$ cat config.mk
export PLATFORM = sky130hd
export DESIGN_NAME = regFileWriteback
export DESIGN_NICKNAME = d
export VERILOG_FILES = /design/src/mipsIsaPkg.sv /design/src/mipsCtrlPkg.sv /design/src/regFileWriteback.sv
export SDC_FILE = /design/constraint.sdc
export NUM_CORES = 2
export LEC_CHECK = 0
export BUFFER_PORTS_ARGS = -buffer_cell sky130_fd_sc_hd__clkbuf_2
export CAP_MARGIN = 20
export CORE_AREA = 2 2 303 335
export DETAILED_ROUTE_END_ITERATION = 10
export DIE_AREA = 0 0 305 337
export GPL_TIMING_DRIVEN = 0
export PLACE_DENSITY = 0.79
export SYNTH_ARGS = -nofsm -noshare
export SYNTH_HDL_FRONTEND = slang
export SYNTH_SLANG_ARGS = --single-unit
$ cat constraint.sdc
create_clock -name clk -period 2.2 [get_ports clk]
set_input_delay 0.22 -clock clk [delete_from_list [all_inputs] [get_ports clk]]
set_output_delay 0.22 -clock clk [all_outputs]
set_load 0.03 [all_outputs]
$ cat src/mipsIsaPkg.sv
`default_nettype none

package mipsIsaPkg;

	//////////////////////////////////////////////////
	// Register and data widths
	//////////////////////////////////////////////////

	localparam int dataW = 32;
	localparam int regAddrW = 5;
	localparam int regCount = 32;
	// Hardwired zero register
	localparam logic [regAddrW-1:0] zeroReg = 5'd0;

	//////////////////////////////////////////////////
	// Opcodes, bits 31:26
	//////////////////////////////////////////////////

	localparam logic [5:0] rType = 6'b000000;
	localparam logic [5:0] addiuOp = 6'b001001;
	localparam logic [5:0] sltiOp = 6'b001010;
	localparam logic [5:0] sltiuOp = 6'b001011;
	// Logical immediates, zero extended
	localparam logic [5:0] andiOp = 6'b001100;
	localparam logic [5:0] oriOp = 6'b001101;
	localparam logic [5:0] xoriOp = 6'b001110;
	localparam logic [5:0] luiOp = 6'b001111;

	//////////////////////////////////////////////////
	// Function codes for R-type, bits 5:0
	//////////////////////////////////////////////////

	// Shifts, constant then variable
	localparam logic [5:0] sllFn = 6'b000000;
	localparam logic [5:0] srlFn = 6'b000010;
	localparam logic [5:0] sraFn = 6'b000011;
	localparam logic [5:0] sllvFn = 6'b000100;
	localparam logic [5:0] srlvFn = 6'b000110;
	localparam logic [5:0] sravFn = 6'b000111;
	// Traps
	localparam logic [5:0] syscallFn = 6'b001100;
	localparam logic [5:0] breakFn = 6'b001101;
	// HI/LO moves, bit 1 picks LO
	localparam logic [5:0] mfhiFn = 6'b010000;
	localparam logic [5:0] mthiFn = 6'b010001;
	localparam logic [5:0] mfloFn = 6'b010010;
	localparam logic [5:0] mtloFn = 6'b010011;
	// Multiply, bit 0 marks unsigned
	localparam logic [5:0] multFn = 6'b011000;
	localparam logic [5:0] multuFn = 6'b011001;
	// Arithmetic and logic
	localparam logic [5:0] addFn = 6'b100000;
	localparam logic [5:0] adduFn = 6'b100001;
	localparam logic [5:0] subFn = 6'b100010;
	localparam logic [5:0] subuFn = 6'b100011;
	localparam logic [5:0] andFn = 6'b100100;
	localparam logic [5:0] orFn = 6'b100101;
	localparam logic [5:0] xorFn = 6'b100110;
	localparam logic [5:0] norFn = 6'b100111;
	localparam logic [5:0] sltFn = 6'b101010;
	localparam logic [5:0] sltuFn = 6'b101011;

	//////////////////////////////////////////////////
	// Instruction word, two views of one word
	//////////////////////////////////////////////////

	typedef struct packed {
		logic [5:0] op;
		logic [regAddrW-1:0] rs;
		logic [regAddrW-1:0] rt;
		logic [regAddrW-1:0] rd;
		logic [4:0] shamt;
		logic [5:0] funct;
	} rFieldsT;

	typedef struct packed {
		logic [5:0] op;
		logic [regAddrW-1:0] rs;
		logic [regAddrW-1:0] rt;
		logic [15:0] imm;
	} iFieldsT;

	typedef union packed {
		rFieldsT rFields;
		iFieldsT iFields;
	} instrWordT;

endpackage

`default_nettype wire

$ cat src/mipsCtrlPkg.sv
`default_nettype none

package mipsCtrlPkg;

	import mipsIsaPkg::*;

	//////////////////////////////////////////////////
	// ALU operation
	//////////////////////////////////////////////////

	typedef enum logic [3:0] {
		aluAdd,
		aluSub,
		aluAnd,
		aluOr,
		aluXor,
		aluNor,
		aluSlt,
		aluSltu,
		aluSll,
		aluSrl,
		aluSra,
		aluLui
	} aluOpT;

	// Decoded control bundle
	typedef struct packed {
		aluOpT aluOp;
		logic aluSrcImm;
		logic signExt;
		logic shiftByShamt;
		logic regWrite;
		logic regDstRd;
		logic hiloWrite;
		// HI/LO source, hiSel high means HI
		logic hiloToReg;
		logic hiSel;
		logic mulSigned;
		logic isMul;
	} ctrlT;

	// Exception codes reported at retire
	typedef enum logic [1:0] {
		excNone,
		excBrk,
		excSys,
		excResv
	} excT;

	//////////////////////////////////////////////////
	// Pipeline stage payloads
	//////////////////////////////////////////////////

	// Decode to execute
	typedef struct packed {
		logic valid;
		ctrlT ctrl;
		excT exc;
		logic [regAddrW-1:0] dest;
		logic [dataW-1:0] rsVal;
		logic [dataW-1:0] rtVal;
		logic [15:0] imm;
		logic [4:0] shamt;
	} exStageT;

	// Execute to result
	typedef struct packed {
		logic valid;
		excT exc;
		logic regWrite;
		logic [regAddrW-1:0] dest;
		logic [dataW-1:0] data;
	} wbStageT;

endpackage

`default_nettype wire

$ cat src/regFileWriteback.sv
`default_nettype none

module regFileWriteback
	import mipsIsaPkg::*;
	import mipsCtrlPkg::*;
(
	input logic clk,
	input logic rstN,
	input wbStageT inStage,
	input wbStageT bypassEx,
	input logic [regAddrW-1:0] rsAddr,
	input logic [regAddrW-1:0] rtAddr,
	output logic [dataW-1:0] rsData,
	output logic [dataW-1:0] rtData,
	output logic retire,
	output excT retireExc,
	output logic retireWe,
	output logic [regAddrW-1:0] retireDest,
	output logic [dataW-1:0] retireData
);

	wbStageT wbReg;
	wbStageT retReg;
	logic [dataW-1:0] regs [regCount];

	//////////////////////////////////////////////////
	// Result and retire registers
	//////////////////////////////////////////////////

	always_ff @(posedge clk or negedge rstN) begin
		if (!rstN) begin
			wbReg <= '0;
			retReg <= '0;
		end else begin
			wbReg <= inStage;
			// Report in the same cycle the array takes the write
			retReg <= wbReg;
		end
	end

	// Register file, all zero out of reset
	always_ff @(posedge clk or negedge rstN) begin
		if (!rstN) begin
			for (int i = 0; i < regCount; i++) begin
				regs[i] <= '0;
			end
		end else if (wbReg.regWrite) begin
			regs[wbReg.dest] <= wbReg.data;
		end
	end

	//////////////////////////////////////////////////
	// Bypassed operand reads
	//////////////////////////////////////////////////

	// Youngest writer first, then array
	function automatic logic [dataW-1:0] readOperand(input logic [regAddrW-1:0] addr);
		if (addr == zeroReg) begin
			return '0;
		end else if (bypassEx.regWrite && (bypassEx.dest == addr)) begin
			return bypassEx.data;
		end else if (wbReg.regWrite && (wbReg.dest == addr)) begin
			return wbReg.data;
		end
		return regs[addr];
	endfunction

	always_comb begin
		rsData = readOperand(rsAddr);
		rtData = readOperand(rtAddr);
	end

	// Retire port
	assign retire = retReg.valid;
	assign retireExc = retReg.exc;
	assign retireWe = retReg.regWrite;
	assign retireDest = retReg.dest;
	assign retireData = retReg.data;

	// Trap seen at decode retires with no write
	retireExcNoWe: assert property (@(posedge clk) disable iff (!rstN)
		retire && (retireExc != excNone) |-> !retireWe);

endmodule

`default_nettype wire

After elaboration in Yosys (flattened, before gate mapping)
Cells that the tools add are included.

Bitwise gates (word level): 3. $lt $le $gt $ge: 4. Reductions and logical operators: 7. Mux-type cells: 23. Equal/unequal tests: 4.

Operator list (count): $bwmux W1024 (1); $mux W32 (13); $bmux W32 S5 (2); $demux W32 S5 (1); $eq A5 B5 Y1 (4); $ge A6 B6 Y1 const B (3); $not A5 Y6 (3); $logic_not A5 Y1 (2); $lt A6 B1 Y1 const B (1); $mux W1 (6); $logic_and A1 B1 Y1 (5).

Word-level logic and storage cells: 83. Register bits after elaboration: 1106. Output and inout bits: 105.

Logic depth before layout (Yosys ltp)
Word-level depth: 6. Mapped depth: 9. Gate-level depth less buffers: 5.

Worst setup path before layout
No wires, ideal clock.

Path kind: input-to-output. From: input rsAddr[0]. To: output rsData[31]. Required time: 1.980 ns. Stages: 7. Setup slack: -0.173 ns. Arrival: 2.153 ns. Buffers on the path: 3. Cell sequence: buf_6 buf_6 buf_2 mux2_2 o221ai_2 o221ai_1 o32ai_1.

Longest elaborated chain between the ends: 6. Elaborated cells on any way between the ends: 15. Those cells by class: eq/ne (2); mux (9); bitwise (1); reduce/logical (3).

Ends and longest elaborated chain: start, declared (line regFileWriteback.sv:11) `input logic [regAddrW-1:0] rsAddr,`; parallel branches: the longest is 5 deep, another holds $bmux W32 S5; $mux W32 * (line regFileWriteback.sv:65) `return regs[addr];`; end, declared (line regFileWriteback.sv:13) `output logic [dataW-1:0] rsData,`.

Mark *: on every way between the ends. The select of a mux whose other input is x is not followed.

Worst setup path after layout
From: input rsAddr[2]. To: output rsData[31].

The elaborated chain is that of the path after synthesis.

==> results.json <==
{
  "whs_ps": -443.8,
  "cts_tree": "yes",
  "synthTopCellsByArea": "dfrtp_1 47%, mux2_2 20%, mux4_2 11%, mux2i_1 7.8%, buf_2 1.2%",
  "cts_buffer_depth": 3,
  "grt_pass1_vias": 45260,
  "viasPerCell": 7.474,
  "ir_drop_v": 0.0008011,
  "hpwl_mm": 170.1,
  "violations": "hold timing, setup timing",
  "grt_pass1_wl_mm": 330.8,
  "fp.coreArea_mm2": 0.09968,
  "synth_ff_type": "dfrtp_1",
  "fin_nets": 4769,
  "drtIter0Drc": 6796,
  "p_leak_nw": 31.10,
  "synthTopCellsByCount": "1106 x dfrtp_1, 1058 x mux2_2, 463 x mux2i_1",
  "fin_crit_sh": 1.521,
  "path_clk_slew_ps": 50,
  "ys_seq_elements": 1106,
  "syn_area_mm2": 0.05919,
  "yosysWarningCount": 0,
  "syn_nets": 4322,
  "clkSinkCount": 1106,
  "htreeDepth": 3,
  "cts_root_buf": "clkbuf_16",
  "wl_per_cell_um": 39.37,
  "preCtsSetupSlack_ps": -1655,
  "critical_path_arrival_ps": 3130,
  "vias": 45400,
  "grt_max_degree": 113,
  "ios": 199,
  "fin_crit_ps": 3346,
  "fin_ws_ps": -1146,
  "r2r_end": "regs[363]$_DFFE_PN0P_",
  "fmax_mhz": 298.8,
  "dr.pass1.iters": 7,
  "path_max_fanout": 10,
  "antenna_left": 0,
  "rrSetupSlack_ps": -170,
  "worstReg2RegStart": "wbReg[32]$_DFF_PN0_",
  "syn2layout_area_growth_pct": 19.76,
  "async_flop_share": 1.000,
  "status": "complete, but fails checks",
  "antenna_found_initial": 6,
  "power_mw": 62.99,
  "netlist_instances": 4228,
  "p_per_area_mw_per_mm2": 888.6,
  "cp.required_ps": 1980,
  "dieWidth_um": 305,
  "numPlacedInstances": 5738,
  "clock_skew_ps": 30.95,
  "die_h_um": 337,
  "final_design_area_no_fill_mm2": 0.07089,
  "die_area_mm2": 0.1028,
  "final_cells": 6075,
  "port_buffers": 189,
  "clk_latency_ps": 760,
  "grt-ovfl-total": 0,
  "rsz0062_at_grt": "true",
  "synth_area_per_cell_um2": 14.00,
  "netlist.area_leader.share": 0.4676,
  "yosysSeqAreaShare": 0.4676,
  "postPlaceCellArea_mm2": 0.06250,
  "cts_buffers": 115,
  "r2r_cells": 9,
  "worst_setup_path_start_kind": "input pin",
  "drive_gt1_frac": 0.4940,
  "synth_most_common_cell": "dfrtp_1",
  "crit_type": "in -> out",
  "rows": 122,
  "max_slew.worst_pin.slew_ps": 1225,
  "end_kind": "output port",
  "synth.distinct_cells": 56,
  "initial_core_util": 0.5938,
  "synth_top_area_cell": "dfrtp_1",
  "finalHoldViolations": 78,
  "drv_slew": 0,
  "maxCapViolCount": 0,
  "routed_wl_mm": 239.2,
  "synth_edf_count": 0,
  "finalSetupTns_ps": -92280,
  "hp-class": "in -> async",
  "gp_congestion": 1.053,
  "slew_headroom": 0.1833,
  "gr-usage-all-layers": 0.4608,
  "setup_viol": 537,
  "hold_buffers": 41,
  "fill_cells": 6693,
  "drcViolationCount": 0
}
## final cells by class
| class | count | area (µm²) | share of cell area |
|---|---|---|---|
| multi-input cells | 2670 | 30970 | 0.4368 |
| well taps | 1302 | 1629 | 0.02298 |
| clock inverters | 38 | 510.5 | 0.007201 |
| diodes | 2 | 5.005 | 0.00007060 |
| plain buffers | 447 | 3177 | 0.04481 |
| repair buffers | 335 | 3462 | 0.04884 |
| flip-flops and latches | 1106 | 27680 | 0.3905 |
| clock buffers | 175 | 3458 | 0.04879 |
## kinds of logic (layout without fill, tap and decap cells)
| logic type | Yosys count | count (layout) | synth area share |
|---|---|---|---|
| multiplexers | 1824 | 1824 | 0.3933 |
| flip-flops | 1106 | 1106 | 0.4676 |
| AO/OA/AOI/OAI | 548 | 548 | 0.07109 |
| buffers and inverters | 452 | 995 | 0.04340 |
| AND/OR/NAND/NOR | 278 | 278 | 0.02154 |
| XOR/XNOR | 20 | 20 | 0.003086 |
| other | 0 | 2 | 0 |
## sequential cells by signal (all words and copies together) (netlist names)
signal,count
regs,1024
wbReg,41
retireData,32
retireDest,5
retireExc,2
retire,1
retireWe,1
## how the worst max path moves through the flow
stage                              from  cells past startpoint               endpoint  slack, ps
finish                        rsAddr[2]                      9             rsData[31]      -1150
global route        wbReg[34]$_DFF_PN0_                      9             rtData[18]      -1020
CTS                 wbReg[32]$_DFF_PN0_                      8             rtData[16]       -940
detailed placement            rsAddr[0]                      9             rsData[11]      -1660
global placement                   rstN                      1  regs[794]$_DFFE_PN0P_     -25870
floorplan           wbReg[32]$_DFF_PN0_                      7             rtData[22]       -130
## worst max-delay path, cell delays in order
cell and delay [ps]:
clkbuf_2 240, and2_2 420, buf_8 220, clkbuf_4 500
a21oi_1 180, o221ai_2 140, o221ai_2 240, o32ai_2 660
clkbuf_8 300
## through the flow
step	hold slack, ps	util
after floorplan	-75.59	-
after global placement	327.7	0.6227
after detailed placement	329.6	0.6270
after CTS	-419.8	0.7013
after global routing	-385.6	0.7111
final	-443.8	0.7112
## layer usage
| metal | global-route usage | share of wire |
|---|---|---|
| met1 | 0.5673 | 0.35 |
| met2 | 0.6489 | 0.41 |
| met3 | 0.1773 | 0.14 |
| met4 | 0.3711 | 0.099 |
| met5 | 0 | 0.00028 |
## cells in the final DEF (no fill, tap or decap), drive strengths merged, types with 4 or more instances in the layout
| master | instances |
|---|---|
| nor4 | 4 |
| o221ai | 55 |
| mux2 | 1066 |
| a2111o | 22 |
| nand2 | 53 |
| o211ai | 32 |
| o21ai | 71 |
| xnor2 | 4 |
| xor2 | 16 |
| o211a | 9 |
| a21oi | 34 |
| a22o | 32 |
| bufinv | 12 |
| mux2i | 463 |
| a22oi | 65 |
| dfrtp | 1106 |
| nor2 | 133 |
| o2bb2ai | 22 |
| a311oi | 47 |
| clkinvlp | 4 |
| nand3b | 8 |
| a2111oi | 9 |
| nor3b | 4 |
| o22ai | 9 |
| buf | 377 |
| nand3 | 52 |
| clkinv | 20 |
| nor2b | 5 |
| a31oi | 32 |
| dlygate4sd3 | 41 |
| o32ai | 64 |
| clkbuf | 538 |
| mux4 | 295 |
| a21o | 40 |
## power breakdown
group	switching (mW)	internal [mW]	total (mW)
Sequential	3.11	24.1	27.2
Combinational	7.37	7.60	15.0
Clock	8.67	12.2	20.8
Total	19.1	43.8	63.0
## timing repair
action                                  in CTS  in global routing
pin swaps                                   46                 27
hold endpoints to repair                   119                 78
setup buffers                               37                 30
endpoints found under the setup margin     804                997
resized for setup                          522                134
gates cloned                                 9                 10
Note: power is estimated with default switching activity, not from simulation.
