### src/mipsIsaPkg.sv
`default_nettype none

package mipsIsaPkg;

	//////////////////////////////////////////////////
	// Register and data widths
	//////////////////////////////////////////////////

	localparam int dataW = 32;
	localparam int regAddrW = 5;
	localparam int regCount = 32;
	// Hardwired zero register
	localparam logic [regAddrW-1:0] zeroReg = 5'd0;

	//////////////////////////////////////////////////
	// Opcodes, bits 31:26
	//////////////////////////////////////////////////

	localparam logic [5:0] rType = 6'b000000;
	localparam logic [5:0] addiuOp = 6'b001001;
	localparam logic [5:0] sltiOp = 6'b001010;
	localparam logic [5:0] sltiuOp = 6'b001011;
	// Logical immediates, zero extended
	localparam logic [5:0] andiOp = 6'b001100;
	localparam logic [5:0] oriOp = 6'b001101;
	localparam logic [5:0] xoriOp = 6'b001110;
	localparam logic [5:0] luiOp = 6'b001111;

	//////////////////////////////////////////////////
	// Function codes for R-type, bits 5:0
	//////////////////////////////////////////////////

	// Shifts, constant then variable
	localparam logic [5:0] sllFn = 6'b000000;
	localparam logic [5:0] srlFn = 6'b000010;
	localparam logic [5:0] sraFn = 6'b000011;
	localparam logic [5:0] sllvFn = 6'b000100;
	localparam logic [5:0] srlvFn = 6'b000110;
	localparam logic [5:0] sravFn = 6'b000111;
	// Traps
	localparam logic [5:0] syscallFn = 6'b001100;
	localparam logic [5:0] breakFn = 6'b001101;
	// HI/LO moves, bit 1 picks LO
	localparam logic [5:0] mfhiFn = 6'b010000;
	localparam logic [5:0] mthiFn = 6'b010001;
	localparam logic [5:0] mfloFn = 6'b010010;
	localparam logic [5:0] mtloFn = 6'b010011;
	// Multiply, bit 0 marks unsigned
	localparam logic [5:0] multFn = 6'b011000;
	localparam logic [5:0] multuFn = 6'b011001;
	// Arithmetic and logic
	localparam logic [5:0] addFn = 6'b100000;
	localparam logic [5:0] adduFn = 6'b100001;
	localparam logic [5:0] subFn = 6'b100010;
	localparam logic [5:0] subuFn = 6'b100011;
	localparam logic [5:0] andFn = 6'b100100;
	localparam logic [5:0] orFn = 6'b100101;
	localparam logic [5:0] xorFn = 6'b100110;
	localparam logic [5:0] norFn = 6'b100111;
	localparam logic [5:0] sltFn = 6'b101010;
	localparam logic [5:0] sltuFn = 6'b101011;

	//////////////////////////////////////////////////
	// Instruction word, two views of one word
	//////////////////////////////////////////////////

	typedef struct packed {
		logic [5:0] op;
		logic [regAddrW-1:0] rs;
		logic [regAddrW-1:0] rt;
		logic [regAddrW-1:0] rd;
		logic [4:0] shamt;
		logic [5:0] funct;
	} rFieldsT;

	typedef struct packed {
		logic [5:0] op;
		logic [regAddrW-1:0] rs;
		logic [regAddrW-1:0] rt;
		logic [15:0] imm;
	} iFieldsT;

	typedef union packed {
		rFieldsT rFields;
		iFieldsT iFields;
	} instrWordT;

endpackage

`default_nettype wire

### src/mipsCtrlPkg.sv
`default_nettype none

package mipsCtrlPkg;

	import mipsIsaPkg::*;

	//////////////////////////////////////////////////
	// ALU operation
	//////////////////////////////////////////////////

	typedef enum logic [3:0] {
		aluAdd,
		aluSub,
		aluAnd,
		aluOr,
		aluXor,
		aluNor,
		aluSlt,
		aluSltu,
		aluSll,
		aluSrl,
		aluSra,
		aluLui
	} aluOpT;

	// Decoded control bundle
	typedef struct packed {
		aluOpT aluOp;
		logic aluSrcImm;
		logic signExt;
		logic shiftByShamt;
		logic regWrite;
		logic regDstRd;
		logic hiloWrite;
		// HI/LO source, hiSel high means HI
		logic hiloToReg;
		logic hiSel;
		logic mulSigned;
		logic isMul;
	} ctrlT;

	// Exception codes reported at retire
	typedef enum logic [1:0] {
		excNone,
		excBrk,
		excSys,
		excResv
	} excT;

	//////////////////////////////////////////////////
	// Pipeline stage payloads
	//////////////////////////////////////////////////

	// Decode to execute
	typedef struct packed {
		logic valid;
		ctrlT ctrl;
		excT exc;
		logic [regAddrW-1:0] dest;
		logic [dataW-1:0] rsVal;
		logic [dataW-1:0] rtVal;
		logic [15:0] imm;
		logic [4:0] shamt;
	} exStageT;

	// Execute to result
	typedef struct packed {
		logic valid;
		excT exc;
		logic regWrite;
		logic [regAddrW-1:0] dest;
		logic [dataW-1:0] data;
	} wbStageT;

endpackage

`default_nettype wire

### src/mainDecoder.sv
`default_nettype none

module mainDecoder
	import mipsIsaPkg::*;
	import mipsCtrlPkg::*;
(
	input instrWordT instr,
	output ctrlT ctrl,
	output excT exc
);

	logic [5:0] op;
	logic [5:0] funct;

	// Opcode shared by both views
	assign op = instr.iFields.op;
	// Function code only meaningful for R-type
	assign funct = instr.rFields.funct;

	//////////////////////////////////////////////////
	// Control generation
	//////////////////////////////////////////////////

	always_comb begin
		ctrl = '0;
		exc = excNone;
		case (op)
			rType: begin
				// Most R-type ops write rd
				ctrl.regDstRd = 1'b1;
				ctrl.regWrite = 1'b1;
				case (funct)
					addFn, adduFn: ctrl.aluOp = aluAdd;
					subFn, subuFn: ctrl.aluOp = aluSub;
					andFn: ctrl.aluOp = aluAnd;
					orFn: ctrl.aluOp = aluOr;
					xorFn: ctrl.aluOp = aluXor;
					norFn: ctrl.aluOp = aluNor;
					sltFn: ctrl.aluOp = aluSlt;
					sltuFn: ctrl.aluOp = aluSltu;
					// Shift amount from shamt field
					sllFn, srlFn, sraFn: begin
						ctrl.shiftByShamt = 1'b1;
						ctrl.aluOp = (funct == sllFn) ? aluSll :
							(funct == srlFn) ? aluSrl : aluSra;
					end
					// Shift amount from rs
					sllvFn: ctrl.aluOp = aluSll;
					srlvFn: ctrl.aluOp = aluSrl;
					sravFn: ctrl.aluOp = aluSra;
					mfhiFn, mfloFn: begin
						ctrl.hiloToReg = 1'b1;
						ctrl.hiSel = ~funct[1];
					end
					// Move into HI or LO without a GPR write
					mthiFn, mtloFn: begin
						ctrl.regWrite = 1'b0;
						ctrl.hiloWrite = 1'b1;
						ctrl.hiSel = ~funct[1];
					end
					multFn, multuFn: begin
						ctrl.regWrite = 1'b0;
						ctrl.hiloWrite = 1'b1;
						ctrl.isMul = 1'b1;
						ctrl.mulSigned = ~funct[0];
					end
					breakFn: begin
						ctrl = '0;
						exc = excBrk;
					end
					syscallFn: begin
						ctrl = '0;
						exc = excSys;
					end
					default: begin
						ctrl = '0;
						exc = excResv;
					end
				endcase
			end
			// Arithmetic immediates write rt
			addiuOp, sltiOp, sltiuOp: begin
				ctrl.regWrite = 1'b1;
				ctrl.aluSrcImm = 1'b1;
				ctrl.signExt = 1'b1;
				ctrl.aluOp = (op == addiuOp) ? aluAdd :
					(op == sltiOp) ? aluSlt : aluSltu;
			end
			andiOp, oriOp, xoriOp, luiOp: begin
				ctrl.regWrite = 1'b1;
				ctrl.aluSrcImm = 1'b1;
				ctrl.aluOp = (op == andiOp) ? aluAnd :
					(op == oriOp) ? aluOr :
					(op == xoriOp) ? aluXor : aluLui;
			end
			// Loads, stores, branches and CP0 all land here
			default: exc = excResv;
		endcase
		// Hardwired r0 never takes a write
		if ((ctrl.regDstRd ? instr.rFields.rd : instr.iFields.rt) == zeroReg) begin
			ctrl.regWrite = 1'b0;
		end
	end

	// Register file and HI/LO writes are exclusive
	always_comb begin
		assert (!(ctrl.regWrite && ctrl.hiloWrite))
			else $error("decoder drives regWrite and hiloWrite together");
	end

endmodule

`default_nettype wire

### config.mk
export PLATFORM = sky130hd
export DESIGN_NAME = mainDecoder
export DESIGN_NICKNAME = d
export VERILOG_FILES = /design/src/mipsIsaPkg.sv /design/src/mipsCtrlPkg.sv /design/src/mainDecoder.sv
export SDC_FILE = /design/constraint.sdc
export NUM_CORES = 1
export LEC_CHECK = 0
export BUFFER_PORTS_ARGS = -buffer_cell sky130_fd_sc_hd__buf_2
export CAP_MARGIN = 5
export CORE_MARGIN = 2
export CORE_UTILIZATION = 27
export DETAILED_ROUTE_END_ITERATION = 8
export PLACE_DENSITY = 0.65
export SLEW_MARGIN = 20
export SYNTH_ARGS = -nofsm -noshare
export SYNTH_HDL_FRONTEND = slang
export SYNTH_SLANG_ARGS = --single-unit
### constraint.sdc
create_clock -name vclk -period 1.6
set_input_delay 0.16 -clock vclk [all_inputs]
set_output_delay 0.16 -clock vclk [all_outputs]
set_load 0.01 [all_outputs]
# == Word level (Yosys, flattened, before mapping) ==
# Index checks and enable logic that the tools add are counted.
# word_totals
wordCells,70
ff_bits,0
in_bits,32
output_inout_bits,16
# op_classes
bitwise_logic,2
n_mux,24
reduce_logical,14
n_eq_ne,30
# ops
operator,n
$eq A6 B6 Y1 const B,10
$eq A6 B4 Y1 const B,9
$pmux W4 S11,1
$eq A6 B5 Y1 const B,6
$reduce_or A22 Y1,1
$eq A6 B3 Y1 const B,3
$reduce_or A18 Y1,1
$pmux W5 S3,1
$eq A6 B2 Y1 const B,2
$logic_not A6 Y1,2
$mux W4,3
$reduce_or A4 Y1,3
$mux W1,10
$reduce_or A7 Y1,1
$mux W2,3
$mux W6,1
$pmux W2 S3,1
$reduce_or A2 Y1,3
$reduce_or A3 Y1,2
$logic_not A5 Y1,1
$mux W5,1
$pmux W2 S2,1
$mux W3,1
$not A1 Y1,2
$pmux W1 S2,1

# == Depth between registers and ports, before layout ==
# Gate-level depths: netlist (run 1).
# depth
ltp_word,7
depth_mapped,6
mapped_depth_nobuf,5

# == Worst setup path after synthesis (run 1) ==
# Ideal clock, no wire load.
# synth_path
kind,in2out
start,in instr[28] (netlist bit)
end,out ctrl[1] (netlist bit)
n_path_buf,2
required_time_ns,1.440
t_arrival_ns,1.140
path_stages,6
setup_slack_ns,0.300
cell_sequence,clkbuf_2 -> nor4_4 -> and2_1 -> buf_6 -> nand3_4 -> nor3_2
# synth_lines
item,line,text
from (decl),mainDecoder.sv:7,"input instrWordT instr,"
to (decl),mainDecoder.sv:8,"output ctrlT ctrl,"

==> impl_metrics.yaml, run 1 <==
die:
  rows: 16
  pin_count: 48
  start_util: 0.285
  dieWidth_um: 49.3
  die-height_um: 49.3
  design.core.area_sq_mm: 0.00194
  dieArea_sq_mm: 0.00243
synth:
  ys_types: 36
  avgSynthCellArea_sq_um: 6.60
  synth_top_area_cell: "nor2_1"
  ys_seq_area_frac: 0
  syn_nets: 116
  synthTopCellsByArea: "nor2_1 8.8%, nand2_1 6.8%, buf_6 6.1%"
  synth.top_cell.area_share: 0.0880
  netlist_instances: 84
  yosys_warnings: 0
  netlist_area_sq_um: 554
global_routing:
  groute.usage.overall: 0.139
  antenna_found_initial: 0
  grt_pass1_vias: 711
  grt_max_degree: 12
  grt_pass1_wl_um: 2900
  overflow: 0
timing:
  setup_viol: 0
  rsz0062_at_grt: "false"
  fin_ws_ns: 0.105
  maxSlewViolCount: 0
  setup_tns_ns: 0
  fmax_mhz: 669
  relSlewSlack: 0.753
  finalHoldViolCount: 0
  period_share: 0.934
  period_minus_slack_ns: 1.49
  worst_slew_pin_slew_ns: 0.369
route:
  ant_nets: 0
  drt_drc_violations_left: 0
  drt_iter0_markers: 9
  wl_um: 1640
  drtPass1Iterations: 4
  wl_per_cell_um: 11.2
  viasPerCell: 4.96
  vias: 729
power:
  p_switching_uw: 85.3
  swShare: 0.579
  power_density_mw_per_mm2: 197
  seq_power_share: 0
  ir_worst_vdd_mv: 0.0771
  intPower_uw: 62.1
  pwr-share-comb: 1.000
  clkPwrFrac: 0
  p_leak_nw: 0.334
finish:
  regArea_sq_um: 0
  fill_cells: 213
  syn2layout_area_growth_pct: 35.0
  n_antenna_cell: 0
  drive_above_1_share: 0.475
  seq_cells: 0
  nNetsFinal: 154
  multiInputGateArea_sq_um: 464
  fin_area_sq_um: 748
  nClkBuffers: 0
  stdcell_count: 147
  fin_util: 0.385
placement:
  placed_area_sq_um: 742
  placedCellCount: 147
  port_buffers: 38
  gp_congestion: 0.867
  place_ws_ns: 0.0947
  dp_hpwl_um: 1350
critical_path:
  worst_ep_required_time_ns: 1.44
  crit_top_cell: "buf_2"
  critPathKind: "input port to output pin"
  cp-start-kind: "input port"
  crit_chain: "buf_2 -> nor4_4 -> and2_1 -> nand3_4 -> nor3_2 -> buf_2"
  endpoint_kind: "output pin"
  crit_arrival_ns: 1.33
  max_stage_delay_ns: 0.35
  cpMaxStageDelayCell: "and2_1"
  crit_fanout: 7
clocking:
  ctsResizeCount: 0
  cts_setup_buffers: 0
  postCtsHoldBufs: 0
hold_path:
  hold_path_class: "input port to output pin"
job:
  max_cap_viol_count: 0
status:
  outcome: "finished, final reports clean"
[metal layers]
metal,global-route usage,up-vias,wire (um)
met3,0,0,66
li1,-,384,-
met5,0,-,0
met2,0.266,23,842
met4,0,0,0
met1,0.183,322,732
[through the flow]
stage          hold slack (ns)  total power [mW]
6_report                 0.670             0.147
3_3_place_gp             0.656             0.143
3_5_place_dp             0.673             0.145
4_1_cts                  0.674             0.146
5_1_grt                  0.719             0.164
2_1_floorplan            0.353            0.0966
[worst max-delay path: cells and delay by family]
family	cells	cell delay, ns
and+or+nand+nor	4	0.90
buffers and inverters	2	0.27
[worst paths after layout]
kind      start       to  cells past startpoint
max   instr[26]  ctrl[1]                      6
min   instr[30]  ctrl[5]                      5
[cells by family after synthesis]
| group | Yosys count | share of synthesized area |
|---|---|---|
| buffers and inverters | 12 | 0.174 |
| muxes | 1 | 0.0181 |
| xor gates and xnor gates | 1 | 0.0158 |
| AOI/OAI and AO/OA | 24 | 0.312 |
| and+or+nand+nor | 46 | 0.481 |
[final cells by class]
cell class / instances / area share
multi-input cells: 72 / 0.620
well taps: 27 / 0.0452
repair buffers: 44 / 0.314
inverters: 4 / 0.0201
[power groups by stage]
| stage | sequential [mW] | combinational (mW) | clock (mW) |
|---|---|---|---|
| global placement | 0 | 0.143 | 0 |
| detailed placement | 0 | 0.145 | 0 |
| CTS | 0 | 0.146 | 0 |
| floorplan | 0 | 0.0966 | 0 |
| finish | 0 | 0.147 | 0 |
| global route | 0 | 0.164 | 0 |
[layout by cell type (no fill, tap or decap), types with 2 or more instances in the layout]
master / n
buf_2: 38
nor2_1: 13
nand2_1: 10
buf_4: 6
a21oi_1: 4
nor3_1: 3
o21ai_0: 3
o22ai_1: 3
nand3_1: 3
nor3_2: 3
and2_1: 2
inv_2: 2
inv_1: 2
nand4_1: 2
a32oi_1: 2
nand2b_1: 2
o32ai_1: 2
o21ai_1: 2
or4_1: 2
[cells in the mapped netlist]
cell type,count
nor2_1,13
nand2_1,10
a21oi_1,4
buf_4,3
buf_6,3
nand3_1,3
nor3_1,3
nor3_2,3
o21ai_0,3
o22ai_1,3
a32oi_1,2
and2_1,2
inv_1,2
inv_2,2
nand2b_1,2
nand4_1,2
nor4_1,2
o21ai_1,2
o32ai_1,2
or4_1,2
a211oi_1,1
a21boi_0,1
a21boi_1,1
a21oi_2,1
and4_2,1
buf_12,1
clkbuf_2,1
mux2i_1,1
nand2_2,1
nand3_4,1
nor4_4,1
o211ai_1,1
o21ba_2,1
o311ai_2,1
o31a_1,1
xor2_1,1
(Power assumes the default switching activity.)
==> inputs of run 2 (changes only) <==
Settings changed: BUFFER_PORTS_ARGS -buffer_cell sky130_fd_sc_hd__buf_2 to default, DONT_BUFFER_PORTS from default to 1, PLACE_DENSITY 0.65 to 0.45.
==> impl_metrics.yaml, run 2 (synthesis gave the netlist of run 1 again) <==
die:
  rows: 16
  dieArea_sq_mm: 0.00243
  start_util: 0.285
  dieWidth_um: 49.3
  pin_count: 48
  design.core.area_sq_mm: 0.00194
  die-height_um: 49.3
critical_path:
  endpoint_kind: "output pin"
  crit_chain: "nor4_4 -> and2_1 -> nand3_4 -> nor3_2"
  max_stage_delay_ns: 0.38
  cp-start-kind: "input port"
  critPathKind: "input port to output pin"
  crit_fanout: 7
  worst_ep_required_time_ns: 1.44
  crit_arrival_ns: 1.24
  cpMaxStageDelayCell: "and2_1"
power:
  ir_worst_vdd_mv: 0.0329
  p_leak_nw: 0.146
  power_density_mw_per_mm2: 142
timing:
  period_share: 0.878
  relSlewSlack: 0.686
  period_minus_slack_ns: 1.40
  worst_slew_pin_slew_ns: 0.470
  fmax_mhz: 712
  setup_tns_ns: 0
  finalHoldViolCount: 0
  rsz0062_at_grt: "false"
  setup_viol: 0
  maxSlewViolCount: 0
global_routing:
  grt_max_degree: 14
  grt_pass1_wl_um: 2460
  groute.usage.overall: 0.122
  overflow: 0
  grt_pass1_vias: 540
  antenna_found_initial: 0
route:
  drt_drc_violations_left: 0
  wl_um: 1540
  drt_iter0_markers: 11
  vias: 590
  wl_per_cell_um: 14.6
  viasPerCell: 5.62
  ant_nets: 0
  drtPass1Iterations: 6
finish:
  fin_area_sq_um: 522
  nClkBuffers: 0
  fin_util: 0.269
  mostFrequentLayoutCells: "13 x nor2_1, 10 x nand2_1, 4 x a21oi_1"
  syn2layout_area_growth_pct: -5.87
  drive_above_1_share: 0.179
  mostFrequentLayoutCell: "nor2_1"
  regArea_sq_um: 0
  nNetsFinal: 112
  n_antenna_cell: 0
  seq_cells: 0
  fill_cells: 226
clocking:
  ctsResizeCount: 0
  postCtsHoldBufs: 0
  cts_setup_buffers: 0
placement:
  port_buffers: 0
  placed_area_sq_um: 522
  dp_hpwl_um: 1180
  gp_congestion: 0.733
job:
  max_cap_viol_count: 0
status:
  outcome: "finished, final reports clean"
hold_path:
  hold_path_class: "input port to output pin"
[run 2: report_power, final]
group | internal (mW) | switching, mW
sequential | 0 | 0
clock | 0 | 0
combinational | 0.0334 | 0.0405
total | 0.0334 | 0.0405
[run 2: layout make-up]
class | count | area, sq um | area share
inverters | 4 | 15.0 | 0.0288
multi-input cells | 72 | 458 | 0.878
well taps | 27 | 33.8 | 0.0647
repair buffers | 2 | 15.0 | 0.0288
[run 2: through the flow]
| step | power (mW) | hold slack, ns | instances | worst slack [ns] |
|---|---|---|---|---|
| 6_report | 0.0739 | 0.355 | 105 | 0.195 |
| 2_1_floorplan | 0.0966 | 0.353 | 84 | 0.300 |
| 5_1_grt | 0.0841 | 0.356 | 105 | 0.122 |
| 3_5_place_dp | 0.0745 | 0.355 | 105 | 0.195 |
| 3_3_place_gp | 0.0746 | 0.356 | 105 | 0.188 |
| 4_1_cts | 0.0747 | 0.355 | 105 | 0.188 |
[run 2: worst paths after layout]
path                      start      end  slack, ns  cells after the start
worst min-delay path   instr[1]  ctrl[2]       0.35                      1
worst max-delay path  instr[26]  ctrl[1]       0.20                      4
[run 2: routing by layer]
layer / track usage / up-vias / wire, um
met5: 0 / - / 0
met4: 0.0238 / 0 / 0
met3: 0.0337 / 0 / 147
met2: 0.196 / 25 / 701
met1: 0.161 / 266 / 688
li1: - / 299 / -
[run 2: critical path, delay by kind of cell]
family / cells / cell delay [ns]
AND/OR/NAND/NOR: 4 / 1.08
